`src/rtl/code_lock_pkg.sv`:
```
`default_nettype none

package code_lock_pkg;

    // digits keep their own value so a code nibble is the key code itself
    typedef enum logic [3:0] {
        KEY_0      = 4'd0,
        KEY_1      = 4'd1,
        KEY_2      = 4'd2,
        KEY_3      = 4'd3,
        KEY_4      = 4'd4,
        KEY_5      = 4'd5,
        KEY_6      = 4'd6,
        KEY_7      = 4'd7,
        KEY_8      = 4'd8,
        KEY_9      = 4'd9,
        KEY_ENTER  = 4'd10,
        KEY_CANCEL = 4'd11,
        KEY_RESET  = 4'd12,
        KEY_NONE   = 4'd15
    } key_code_e;

    typedef struct packed {
        logic      valid;
        key_code_e code;
    } key_evt_t;

    typedef enum logic [1:0] {
        TONE_CLICK = 2'd0,
        TONE_PASS  = 2'd1,
        TONE_FAIL  = 2'd2
    } tone_e;

    typedef struct packed {
        logic  valid;
        tone_e kind;
    } tone_req_t;

    typedef enum logic [1:0] {
        ST_ENTRY  = 2'd0,
        ST_OPEN   = 2'd1,
        ST_LOCKED = 2'd2
    } lock_state_e;

    localparam int          DIGITS       = 3;
    localparam logic [3:0]  BLANK_NIBBLE = 4'hF;
    localparam logic [11:0] PASS_GLYPH   = 12'hBCC; // reads "ASS" on the display

endpackage

`default_nettype wire

```
`src/rtl/key_decoder.sv`:
```
`timescale 1ns/100ps
`default_nettype none

module key_decoder (
    input  wire logic                    clk,
    input  wire logic                    rst_n,
    input  wire logic [15:0]             keys,
    output code_lock_pkg::key_evt_t      key_evt
);

    code_lock_pkg::key_code_e decoded;
    code_lock_pkg::key_code_e last_code; // code seen at the previous edge

    // keypad wiring is not in digit order
    always_comb begin
        case (keys)
            16'h0008: decoded = code_lock_pkg::KEY_0;
            16'h0080: decoded = code_lock_pkg::KEY_1;
            16'h0040: decoded = code_lock_pkg::KEY_2;
            16'h0020: decoded = code_lock_pkg::KEY_3;
            16'h0800: decoded = code_lock_pkg::KEY_4;
            16'h0400: decoded = code_lock_pkg::KEY_5;
            16'h0200: decoded = code_lock_pkg::KEY_6;
            16'h8000: decoded = code_lock_pkg::KEY_7;
            16'h4000: decoded = code_lock_pkg::KEY_8;
            16'h2000: decoded = code_lock_pkg::KEY_9;
            16'h0001: decoded = code_lock_pkg::KEY_ENTER;
            16'h1000: decoded = code_lock_pkg::KEY_CANCEL;
            16'h0100: decoded = code_lock_pkg::KEY_RESET;
            default:  decoded = code_lock_pkg::KEY_NONE; // idle or several keys
        endcase
    end

    always_ff @(posedge clk) begin
        if (!rst_n) begin
            last_code     <= code_lock_pkg::KEY_NONE;
            key_evt.valid <= 1'b0;
        end else begin
            last_code     <= decoded;
            // new press only; a held key matches last_code
            key_evt.valid <= (decoded != code_lock_pkg::KEY_NONE) && (decoded != last_code);
            key_evt.code  <= decoded;
        end
    end

endmodule

`default_nettype wire

```
`src/rtl/entry_controller.sv`:
```
`timescale 1ns/100ps
`default_nettype none

module entry_controller #(
    parameter logic [11:0] SECRET_CODE = 12'h246,
    parameter int          MAX_TRIES   = 4
) (
    input  wire logic                        clk,
    input  wire logic                        rst_n,
    input  wire code_lock_pkg::key_evt_t     key_evt,
    input  wire logic                        lock_done,
    input  wire logic [7:0]                  seconds_bcd,
    output logic [11:0]                      display,
    output logic [2:0]                       tries,
    output code_lock_pkg::lock_state_e       state,
    output logic                             lock_start,
    output code_lock_pkg::tone_req_t         tone_req
);

    localparam int          ENTRY_W     = 4 * code_lock_pkg::DIGITS;
    localparam int          CNT_W       = $clog2(code_lock_pkg::DIGITS + 1);
    localparam logic [11:0] BLANK_ENTRY = {code_lock_pkg::DIGITS{code_lock_pkg::BLANK_NIBBLE}};

    logic [ENTRY_W-1:0] entry;   // entered digits, newest at the right
    logic [CNT_W-1:0]   count;   // digits entered so far
    logic               full;
    logic               last_try;

    assign full     = (count == CNT_W'(code_lock_pkg::DIGITS));
    assign last_try = (tries == 3'(MAX_TRIES - 1));

    always_comb begin
        case (state)
            code_lock_pkg::ST_OPEN:   display = code_lock_pkg::PASS_GLYPH;
            code_lock_pkg::ST_LOCKED: display = {4'h0, seconds_bcd}; // lockout seconds
            default:                  display = entry;
        endcase
    end

    always_ff @(posedge clk) begin
        if (!rst_n) begin
            state          <= code_lock_pkg::ST_ENTRY;
            entry          <= BLANK_ENTRY;
            count          <= '0;
            tries          <= '0;
            lock_start     <= 1'b0;
            tone_req.valid <= 1'b0;
        end else begin
            lock_start     <= 1'b0; // pulses
            tone_req.valid <= 1'b0;
            if (state == code_lock_pkg::ST_LOCKED) begin
                // keys are ignored until the timer runs out
                if (lock_done) begin
                    state <= code_lock_pkg::ST_ENTRY;
                    entry <= BLANK_ENTRY;
                    count <= '0;
                end
            end else if (key_evt.valid) begin
                case (key_evt.code)
                    code_lock_pkg::KEY_CANCEL: begin
                        state <= code_lock_pkg::ST_ENTRY;
                        entry <= BLANK_ENTRY;
                        count <= '0;
                    end
                    code_lock_pkg::KEY_RESET: begin
                        state <= code_lock_pkg::ST_ENTRY;
                        entry <= BLANK_ENTRY;
                        count <= '0;
                        tries <= '0;
                    end
                    code_lock_pkg::KEY_ENTER: begin
                        if (state == code_lock_pkg::ST_ENTRY && full) begin
                            tone_req.valid <= 1'b1;
                            if (entry == SECRET_CODE) begin
                                state         <= code_lock_pkg::ST_OPEN;
                                tone_req.kind <= code_lock_pkg::TONE_PASS;
                            end else begin
                                entry         <= BLANK_ENTRY;
                                count         <= '0;
                                tone_req.kind <= code_lock_pkg::TONE_FAIL;
                                if (last_try) begin
                                    tries      <= '0;
                                    lock_start <= 1'b1;
                                    state      <= code_lock_pkg::ST_LOCKED;
                                end else begin
                                    tries <= tries + 3'd1;
                                end
                            end
                        end
                    end
                    code_lock_pkg::KEY_NONE: begin
                        // decoder never flags this one
                    end
                    default: begin
                        // digit keys
                        if (state == code_lock_pkg::ST_ENTRY) begin
                            tone_req.valid <= 1'b1;
                            tone_req.kind  <= code_lock_pkg::TONE_CLICK;
                            if (!full) begin
                                entry <= {entry[ENTRY_W-5:0], 4'(key_evt.code)};
                                count <= count + CNT_W'(1);
                            end
                        end
                    end
                endcase
            end
        end
    end

endmodule

`default_nettype wire

```
`src/rtl/lockout_timer.sv`:
```
`timescale 1ns/100ps
`default_nettype none

module lockout_timer #(
    parameter int TICK_DIV     = 50_000_000,
    parameter int LOCK_SECONDS = 20
) (
    input  wire logic       clk,
    input  wire logic       rst_n,
    input  wire logic       lock_start,
    output logic [7:0]      seconds_bcd,
    output logic            lock_done
);

    localparam int         PRE_W    = $clog2(TICK_DIV + 1);
    localparam logic [7:0] LOCK_BCD = {4'(LOCK_SECONDS / 10), 4'(LOCK_SECONDS % 10)};

    logic             running;
    logic [PRE_W-1:0] prescale;   // cycles within the current second
    logic             tick;

    assign tick = (prescale == PRE_W'(TICK_DIV - 1));

    always_ff @(posedge clk) begin
        if (!rst_n) begin
            running     <= 1'b0;
            prescale    <= '0;
            seconds_bcd <= '0;
            lock_done   <= 1'b0;
        end else begin
            lock_done <= 1'b0;
            if (lock_start) begin
                running     <= 1'b1;
                prescale    <= '0;
                seconds_bcd <= '0;
            end else if (running) begin
                if (seconds_bcd == LOCK_BCD) begin
                    running     <= 1'b0; // back to idle at zero
                    seconds_bcd <= '0;
                    lock_done   <= 1'b1;
                end else if (tick) begin
                    prescale <= '0;
                    if (seconds_bcd[3:0] == 4'd9) begin
                        seconds_bcd[3:0] <= 4'd0;
                        seconds_bcd[7:4] <= seconds_bcd[7:4] + 4'd1; // carry to tens
                    end else begin
                        seconds_bcd[3:0] <= seconds_bcd[3:0] + 4'd1;
                    end
                end else begin
                    prescale <= prescale + PRE_W'(1);
                end
            end
        end
    end

endmodule

`default_nettype wire

```
`src/rtl/tone_generator.sv`:
```
`timescale 1ns/100ps
`default_nettype none

module tone_generator #(
    parameter int HALF_PERIOD = 50_000,
    parameter int BEEP_LEN    = 10_000_000
) (
    input  wire logic                     clk,
    input  wire logic                     rst_n,
    input  wire code_lock_pkg::tone_req_t tone_req,
    output logic                          buzzer
);

    localparam int PASS_HALF = (HALF_PERIOD > 1) ? HALF_PERIOD / 2 : 1;
    localparam int FAIL_HALF = 2 * HALF_PERIOD;
    localparam int LONG_LEN  = 3 * BEEP_LEN;
    localparam int HALF_W    = $clog2(FAIL_HALF + 1);
    localparam int DUR_W     = $clog2(LONG_LEN + 1);

    code_lock_pkg::tone_e kind;
    logic                 active;
    logic                 level;     // square wave before muting
    logic [DUR_W-1:0]     dur_cnt;   // cycles since the request
    logic [HALF_W-1:0]    half_cnt;
    logic [HALF_W-1:0]    half_len;
    logic [DUR_W-1:0]     tone_len;
    logic                 mute;

    always_comb begin
        case (kind)
            code_lock_pkg::TONE_PASS: begin
                half_len = HALF_W'(PASS_HALF); // fast
                tone_len = DUR_W'(LONG_LEN);
            end
            code_lock_pkg::TONE_FAIL: begin
                half_len = HALF_W'(FAIL_HALF); // slow
                tone_len = DUR_W'(LONG_LEN);
            end
            default: begin
                half_len = HALF_W'(HALF_PERIOD);
                tone_len = DUR_W'(BEEP_LEN);
            end
        endcase
    end

    // fail tone is silent for its middle third
    assign mute = (kind == code_lock_pkg::TONE_FAIL)
                  && (dur_cnt >= DUR_W'(BEEP_LEN))
                  && (dur_cnt < DUR_W'(2 * BEEP_LEN));

    assign buzzer = active && level && !mute;

    always_ff @(posedge clk) begin
        if (!rst_n) begin
            kind     <= code_lock_pkg::TONE_CLICK;
            active   <= 1'b0;
            level    <= 1'b0;
            dur_cnt  <= '0;
            half_cnt <= '0;
        end else if (tone_req.valid) begin
            // restart, even over a tone still playing
            kind     <= tone_req.kind;
            active   <= 1'b1;
            level    <= 1'b1;
            dur_cnt  <= '0;
            half_cnt <= '0;
        end else if (active) begin
            if (half_cnt == half_len - HALF_W'(1)) begin
                half_cnt <= '0;
                level    <= ~level;
            end else begin
                half_cnt <= half_cnt + HALF_W'(1);
            end
            if (dur_cnt == tone_len - DUR_W'(1)) begin
                active <= 1'b0; // tone over, stay quiet
                level  <= 1'b0;
            end else begin
                dur_cnt <= dur_cnt + DUR_W'(1);
            end
        end
    end

endmodule

`default_nettype wire

```
`src/rtl/code_lock_top.sv`:
```
`timescale 1ns/100ps
`default_nettype none

module code_lock_top #(
    parameter logic [11:0] SECRET_CODE  = 12'h246,
    parameter int          MAX_TRIES    = 4,          // 1 to 7
    parameter int          TICK_DIV     = 50_000_000, // clock cycles per second
    parameter int          LOCK_SECONDS = 20,
    parameter int          HALF_PERIOD  = 50_000,
    parameter int          BEEP_LEN     = 10_000_000
) (
    input  wire logic        clk,
    input  wire logic        rst_n,
    input  wire logic [15:0] keys,
    output logic [11:0]      display,
    output logic [2:0]       tries,
    output logic             locked,
    output logic             open,
    output logic             buzzer
);

    code_lock_pkg::key_evt_t    key_evt;
    code_lock_pkg::tone_req_t   tone_req;
    code_lock_pkg::lock_state_e state;
    logic                       lock_start;
    logic                       lock_done;
    logic [7:0]                 seconds_bcd;

    key_decoder u_key_decoder (
        .clk     (clk),
        .rst_n   (rst_n),
        .keys    (keys),
        .key_evt (key_evt)
    );

    entry_controller #(
        .SECRET_CODE (SECRET_CODE),
        .MAX_TRIES   (MAX_TRIES)
    ) u_entry_controller (
        .clk         (clk),
        .rst_n       (rst_n),
        .key_evt     (key_evt),
        .lock_done   (lock_done),
        .seconds_bcd (seconds_bcd),
        .display     (display),
        .tries       (tries),
        .state       (state),
        .lock_start  (lock_start),
        .tone_req    (tone_req)
    );

    lockout_timer #(
        .TICK_DIV     (TICK_DIV),
        .LOCK_SECONDS (LOCK_SECONDS)
    ) u_lockout_timer (
        .clk         (clk),
        .rst_n       (rst_n),
        .lock_start  (lock_start),
        .seconds_bcd (seconds_bcd),
        .lock_done   (lock_done)
    );

    tone_generator #(
        .HALF_PERIOD (HALF_PERIOD),
        .BEEP_LEN    (BEEP_LEN)
    ) u_tone_generator (
        .clk      (clk),
        .rst_n    (rst_n),
        .tone_req (tone_req),
        .buzzer   (buzzer)
    );

    assign locked = (state == code_lock_pkg::ST_LOCKED);
    assign open   = (state == code_lock_pkg::ST_OPEN);

endmodule

`default_nettype wire

```
`config.mk`:
```
export PLATFORM = sky130hd
export DESIGN_NAME = code_lock_top
export DESIGN_NICKNAME = d
export VERILOG_FILES = /design/src/rtl/code_lock_pkg.sv /design/src/rtl/key_decoder.sv /design/src/rtl/entry_controller.sv /design/src/rtl/lockout_timer.sv /design/src/rtl/tone_generator.sv /design/src/rtl/code_lock_top.sv
export SDC_FILE = /design/constraint.sdc
export NUM_CORES = 1
export LEC_CHECK = 0
export BUFFER_PORTS_ARGS = -buffer_cell sky130_fd_sc_hd__clkbuf_2
export CAP_MARGIN = 20
export CORE_ASPECT_RATIO = 0.9
export CORE_UTILIZATION = 38
export DETAILED_ROUTE_END_ITERATION = 10
export SLEW_MARGIN = 10
export SYNTH_ARGS = -nofsm -noshare
export SYNTH_HDL_FRONTEND = slang
export SYNTH_HIERARCHICAL = 1
export SYNTH_SLANG_ARGS = --single-unit
```
`constraint.sdc`:
```
create_clock -name clk -period 3.1 [get_ports clk]
set_clock_uncertainty 0.05 [all_clocks]
set_input_delay 0.62 -clock clk [delete_from_list [all_inputs] [get_ports clk]]
set_output_delay 0.62 -clock clk [all_outputs]
set_load 0.01 [all_outputs]
```
# After elaboration in Yosys (flattened, before gate mapping)
# Index checks and enable logic that the tools add are counted.
dict set report classes {
  eq_ne 39
  div 0
  n_addsub 9
  multipliers 0
  shifts 0
  n_lt_le_gt_ge 2
  n_bitwise 10
  n_reduce_logical 34
  muxes 52
}
# op count
set ops {}
lappend ops {{$mux W12} 7}
lappend ops {{$pmux W4 S13} 1}
lappend ops {{$pmux W12 S3} 1}
lappend ops {{$pmux W17 S2} 1}
lappend ops {{$add A26 B1 Y26 const B} 1}
lappend ops {{$eq A26 B26 Y1 const B} 1}
lappend ops {{$mux W2} 13}
lappend ops {{$mux W26} 1}
lappend ops {{$add A25 B1 Y25 const B} 1}
lappend ops {{$eq A25 B25 Y1} 1}
lappend ops {{$ge A25 B24 Y1 const B} 1}
lappend ops {{$lt A25 B25 Y1 const B} 1}
lappend ops {{$mux W25} 1}
lappend ops {{$sub A25 B1 Y25 const B} 1}
lappend ops {{$pmux W12 S2} 1}
lappend ops {{$eq A4 B4 Y1 const B} 5}
lappend ops {{$add A17 B1 Y17 const B} 1}
lappend ops {{$eq A17 B17 Y1} 1}
lappend ops {{$mux W17} 1}
lappend ops {{$sub A17 B1 Y17 const B} 1}
lappend ops {{$eq A16 B1 Y1 const B} 1}
lappend ops {{$eq A16 B10 Y1 const B} 1}
lappend ops {{$eq A16 B11 Y1 const B} 1}
lappend ops {{$eq A16 B12 Y1 const B} 1}
lappend ops {{other kinds (46)} 100}
dict set report totals {
  mem_count 0
  mem_bits_ro 0
  ram_bits 0
  regBits 114
  in_bits 18
  out_inout_bits 18
  latchBits 0
}

# Longest topological paths before layout
dict set report logic_depth {
  word_depth 8
  mapped_depth 9
}

# Modules after synthesis
# Netlist, hierarchy kept.
# module area_per_inst_um2 instances seq_area_each_um2 cells_each
set modules_own_cells {}
lappend modules_own_cells {tone_generator 2512.4 1 920.9 285}
lappend modules_own_cells {lockout_timer 1769.2 1 720.7 205}
lappend modules_own_cells {entry_controller 1467.7 1 480.5 170}
lappend modules_own_cells {key_decoder 759.5 1 220.2 80}
lappend modules_own_cells {code_lock_top 15.0 1 0.0 2}

# Least setup slack after synthesis
# No wires, ideal clock.
dict set report synth_timing {
  kind {input-to-reg}
  start {in keys[5]}
  end {reg, netlist name u_key_decoder/key_evt[1]}
  t_arrival_ns 1.922
  cell_stages 7
  path_slack_ns 0.859
  cell_sequence {buf_6 > nor4_4 > nand4_1 > or3_4 > o311ai_2 > or2_2 > nand2_1}
}
dict set report synth_via {
  elab_chain_len 2
  elab_cells_between_ends 14
  classes_between {13 x eq/ne; 1 x mux}
}
# element line
set synth_rtl {}
lappend synth_rtl {{start, declared} code_lock_top.sv:14} ;# input wire logic [15:0] keys,
lappend synth_rtl {{$eq A16 B9 Y1, or another cell as far along} key_decoder.sv:16} ;# case (keys)
lappend synth_rtl {{$pmux W4 S13 *} key_decoder.sv:16}
lappend synth_rtl {{named net u_key_decoder.decoded[1]} key_decoder.sv:11} ;# code_lock_pkg::key_code_e decoded;
# Mark *: on every way through the listed nets, which the timed path passes. The rest lies on a longest branch.
# A chain may end at the register's enable or synchronous reset.

# Worst setup path after layout
dict set report layout_timing {
  start {reg u_tone_generator.dur_cnt[8]}
  end {out buzzer}
}
dict set report layout_via {
  elab_chain_len 5
  elab_cells_between_ends 6
  classes_between {2 x order compare; 4 x reduce/logical}
}
# element line
set layout_rtl {}
lappend layout_rtl {{start, declared} tone_generator.sv:23} ;# logic [DUR_W-1:0] dur_cnt;
lappend layout_rtl {{start signal, assigned} tone_generator.sv:78} ;# dur_cnt <= dur_cnt + DUR_W'(1);
lappend layout_rtl {{$ge A25 B24 Y1} tone_generator.sv:48} ;# && (dur_cnt >= DUR_W'(BEEP_LEN))
lappend layout_rtl {{$logic_and A1 B1 Y1} tone_generator.sv:48}
lappend layout_rtl {{$logic_and A1 B1 Y1 *} tone_generator.sv:49} ;# && (dur_cnt < DUR_W'(2 * BEEP_LEN));
lappend layout_rtl {{$logic_not A1 Y1 *} tone_generator.sv:51} ;# assign buzzer = active && level && !mute;
lappend layout_rtl {{$logic_and A1 B1 Y1 *} tone_generator.sv:51}
lappend layout_rtl {{end, declared} code_lock_top.sv:19} ;# output logic buzzer
# Every way passes the cells marked *; elsewhere a longest branch is shown, timed or not.

==> results.ini <==
[pwr]
switchingPower_mw=0.7411
power_frac_seq_pct=40.6
switching_share_pct=20.23
combPwrFrac_pct=2.8
power.leakage_nw=2.697
p_per_area_nw_per_um2=489.0
clkPwrFrac_pct=56.6
ir_worst_vdd_mv=0.3736
p_int_mw=2.922

[logic_synthesis]
synthTopCellsByArea=dfxtp_1, nor2_1, xor2_1
ys_async_sr_fraction_pct=0
synth_xor_area_share_pct=9.666
synth_edf_count=6
syn_inst=742
yosys.area_share.simple_pct=31.40
synth-compound-area-share_pct=13.83
synth_seq_cells=114
synth-seq-area-share_pct=35.90
synthAdderAreaFrac_pct=3.452
syn_area_um2=6524
yosysTopAreaCellShare_pct=33.14
synth_top_area_cell=dfxtp_1
synth_top_family_by_area=simple AND/OR/NAND/NOR gates
muxShareOfSynthArea_pct=2.033
syn_nets=778
postSynthAreaPerCell_um2=8.792
synthDistinctLibCells=90
synthFlopType=dfxtp_1
yosys_warnings=6

[timing]
setup_tns_ns=0
setup_viol=0
setup_slack_ns=0.4135
tightest_slew_ns=0.9513
period_needed_ns=2.687
rsz0062_at_grt=no
report.final.slew_viol_count=0
post-route-period-util_pct=86.66
finalHoldViolations=0
slew_headroom_pct=36.00
fmax_ghz=0.3722

[drt]
wl_met1_mm=7.280
top_layer_used=met4
wl_met3_um=362
drt-pass1-iter-count=5
post-route-drc-count=0
vias_per_cell=5.287
vias=5298
wl_per_cell_um=13.61
ant_nets=0
met2_length_mm=5.808
drt-initial-drc-count=280
totalWireLength_mm=13.64

[floorplan]
start_util_pct=38.75
row_count=45
chipHeight_um=126.3
boundaryPins=36
dieWidth_um=140.1
core-area_um2=16830
die_area_um2=17700

[setup_path]
cp-start-kind=register
critPathMaxFanout=7
required_ns=2.43
worst_ep_arrival_time_ns=2.02
critical_path_class=reg -> out
critPathCaptureType=output pin

[cells_and_area]
instances_no_fill=1002
syn2layout_area_growth_pct=14.81
nNetsFinal=814
drive_gt1_share_pct=15.80
final_core_util_pct=44.49
insertedDiodeCount=0

[clock_tree]
path_clk_slew_ns=0.05
cts_buffers=17
clock_latency_ns=0.42
cts.sinks=114
cts.repair.resized=0
ctsHoldBuffers=0
htreeDepth=4
clockBufferDepth=2
cts-root-buf=clkbuf_16
cts_tree=yes
cts_setup_buffers=0

[placement]
hpwl_mm=9.582
dp.cells=969
io_buffers=35
routabilityCongestion=0.8079
post-place-ws_ns=0.6319

[grt]
grt_pass1_vias=4869
grt_use_total_pct=16.56
gr-total-overflow=0
grt_max_degree=27
grt_pass1_wl_mm=23.87
antenna_found_initial=0

[outcome]
status=completed

[run]
drv_cap=0

[worst_hold_path]
hold_class=reg -> reg

## synthesized netlist by cell type, drive strengths merged (7+ instances only)
cell type  number
xnor2          28
or3            13
nor2b          12
ha             18
nor4           13
a211oi         12
o21ai          27
nor4b           8
a21oi          39
nand2          51
nor2          114
nor3           13
buf            14
mux2i          12
nand4          33
dfxtp         108
xor2           44
and3            7
nand3          43
inv            26
clkbuf         11
## cells in the final DEF (no fill, tap or decap), types with 12 or more instances in the layout
cell type  synthesis  final
a21oi_1           28     28
a211oi_1          12     12
nand4_1           31     31
o21ai_0           17     17
xnor2_1           28     28
nand3_1           41     41
ha_1              18     18
nor2_1           113    113
dfxtp_1          108    108
nor3_1            12     12
xor2_1            44     44
clkbuf_16          0     17
inv_1             26     26
nand2_1           51     51
clkbuf_2           0     36
## layout make-up
| type | count | area, µm² |
|---|---|---|
| Clock buffer | 18 | 429.2 |
| Fill cell | 1643 | 9345 |
| Multi-Input combinational cell | 577 | 3939 |
| Timing Repair Buffer | 42 | 225.2 |
| Sequential cell | 114 | 2342 |
| Tap cell | 211 | 264.0 |
| Inverter | 26 | 97.59 |
| Clock inverter | 14 | 192.7 |
## cells by family (layout without fill, tap and decap cells)
logic type	Yosys count	after routing
AOI/OAI and AO/OA	122	122
xor gates and xnor gates	72	72
adders and majority gates	18	18
buffers and inverters	51	100
DFF	114	114
muxes	12	12
and+or+nand+nor	353	353
## state kept, by name, summed over array words and instances, names as in the netlist, 3 cells and up
| register | cells |
|---|---|
| u_lockout_timer/prescale | 26 |
| u_tone_generator/dur_cnt | 25 |
| u_tone_generator/half_cnt | 17 |
| u_entry_controller/entry | 12 |
| u_lockout_timer/seconds_bcd | 8 |
| u_key_decoder/key_evt | 5 |
| u_key_decoder/last_code | 4 |
| u_entry_controller/tone_req | 3 |
| u_entry_controller/tries | 3 |
## power groups by stage
stage	clock network, mW	registers [mW]	logic, mW
4_1_cts	2.11	1.49	0.103
3_5_place_dp	0	1.52	0.103
6_report	2.07	1.49	0.102
3_3_place_gp	0	1.52	0.103
5_1_grt	2.19	1.49	0.113
2_1_floorplan	0	1.52	0.0699
## through the flow
stage / hold slack [ns] / instance area, µm² / total power [mW]
2_1_floorplan: 0.3974 / 6524 / 1.585
3_3_place_gp: 0.4160 / 6863 / 1.622
3_5_place_dp: 0.4283 / 6863 / 1.622
4_1_cts: 0.4355 / 7485 / 3.705
5_1_grt: 0.4604 / 7490 / 3.787
6_report: 0.4296 / 7490 / 3.663
## routing by layer
| layer | vias up | global-route usage [%] |
|---|---|---|
| li1 | 2751 | - |
| met1 | 2463 | 22.92 |
| met2 | 67 | 25.12 |
| met3 | 17 | 3.473 |
| met4 | 0 | 6.529 |
| met5 | - | 0 |
## worst max-delay path, stage by stage (launching register included)
cell and delay (ns):
dfxtp_1 0.37, o211a_1 0.25, o21ai_0 0.18, nand2_1 0.08
a2111oi_0 0.40, o22ai_1 0.17, clkbuf_2 0.15
## worst paths after layout
kind                                                 start                                       end  slack, ns  cells after the start
hold reg to reg   u_entry_controller/tries[2]$_SDFFE_PN0P_  u_entry_controller/tries[2]$_SDFFE_PN0P_       0.43                      1
setup / recovery  u_tone_generator/dur_cnt[8]$_SDFFE_PP0P_                                    buzzer       0.41                      6
hold / removal    u_entry_controller/tries[2]$_SDFFE_PN0P_  u_entry_controller/tries[2]$_SDFFE_PN0P_       0.43                      1
setup reg to reg     u_tone_generator/kind[0]$_SDFFE_PN0P_  u_tone_generator/dur_cnt[1]$_SDFFE_PP0P_       0.64                      7
Power figures use the tool's default switching activity.
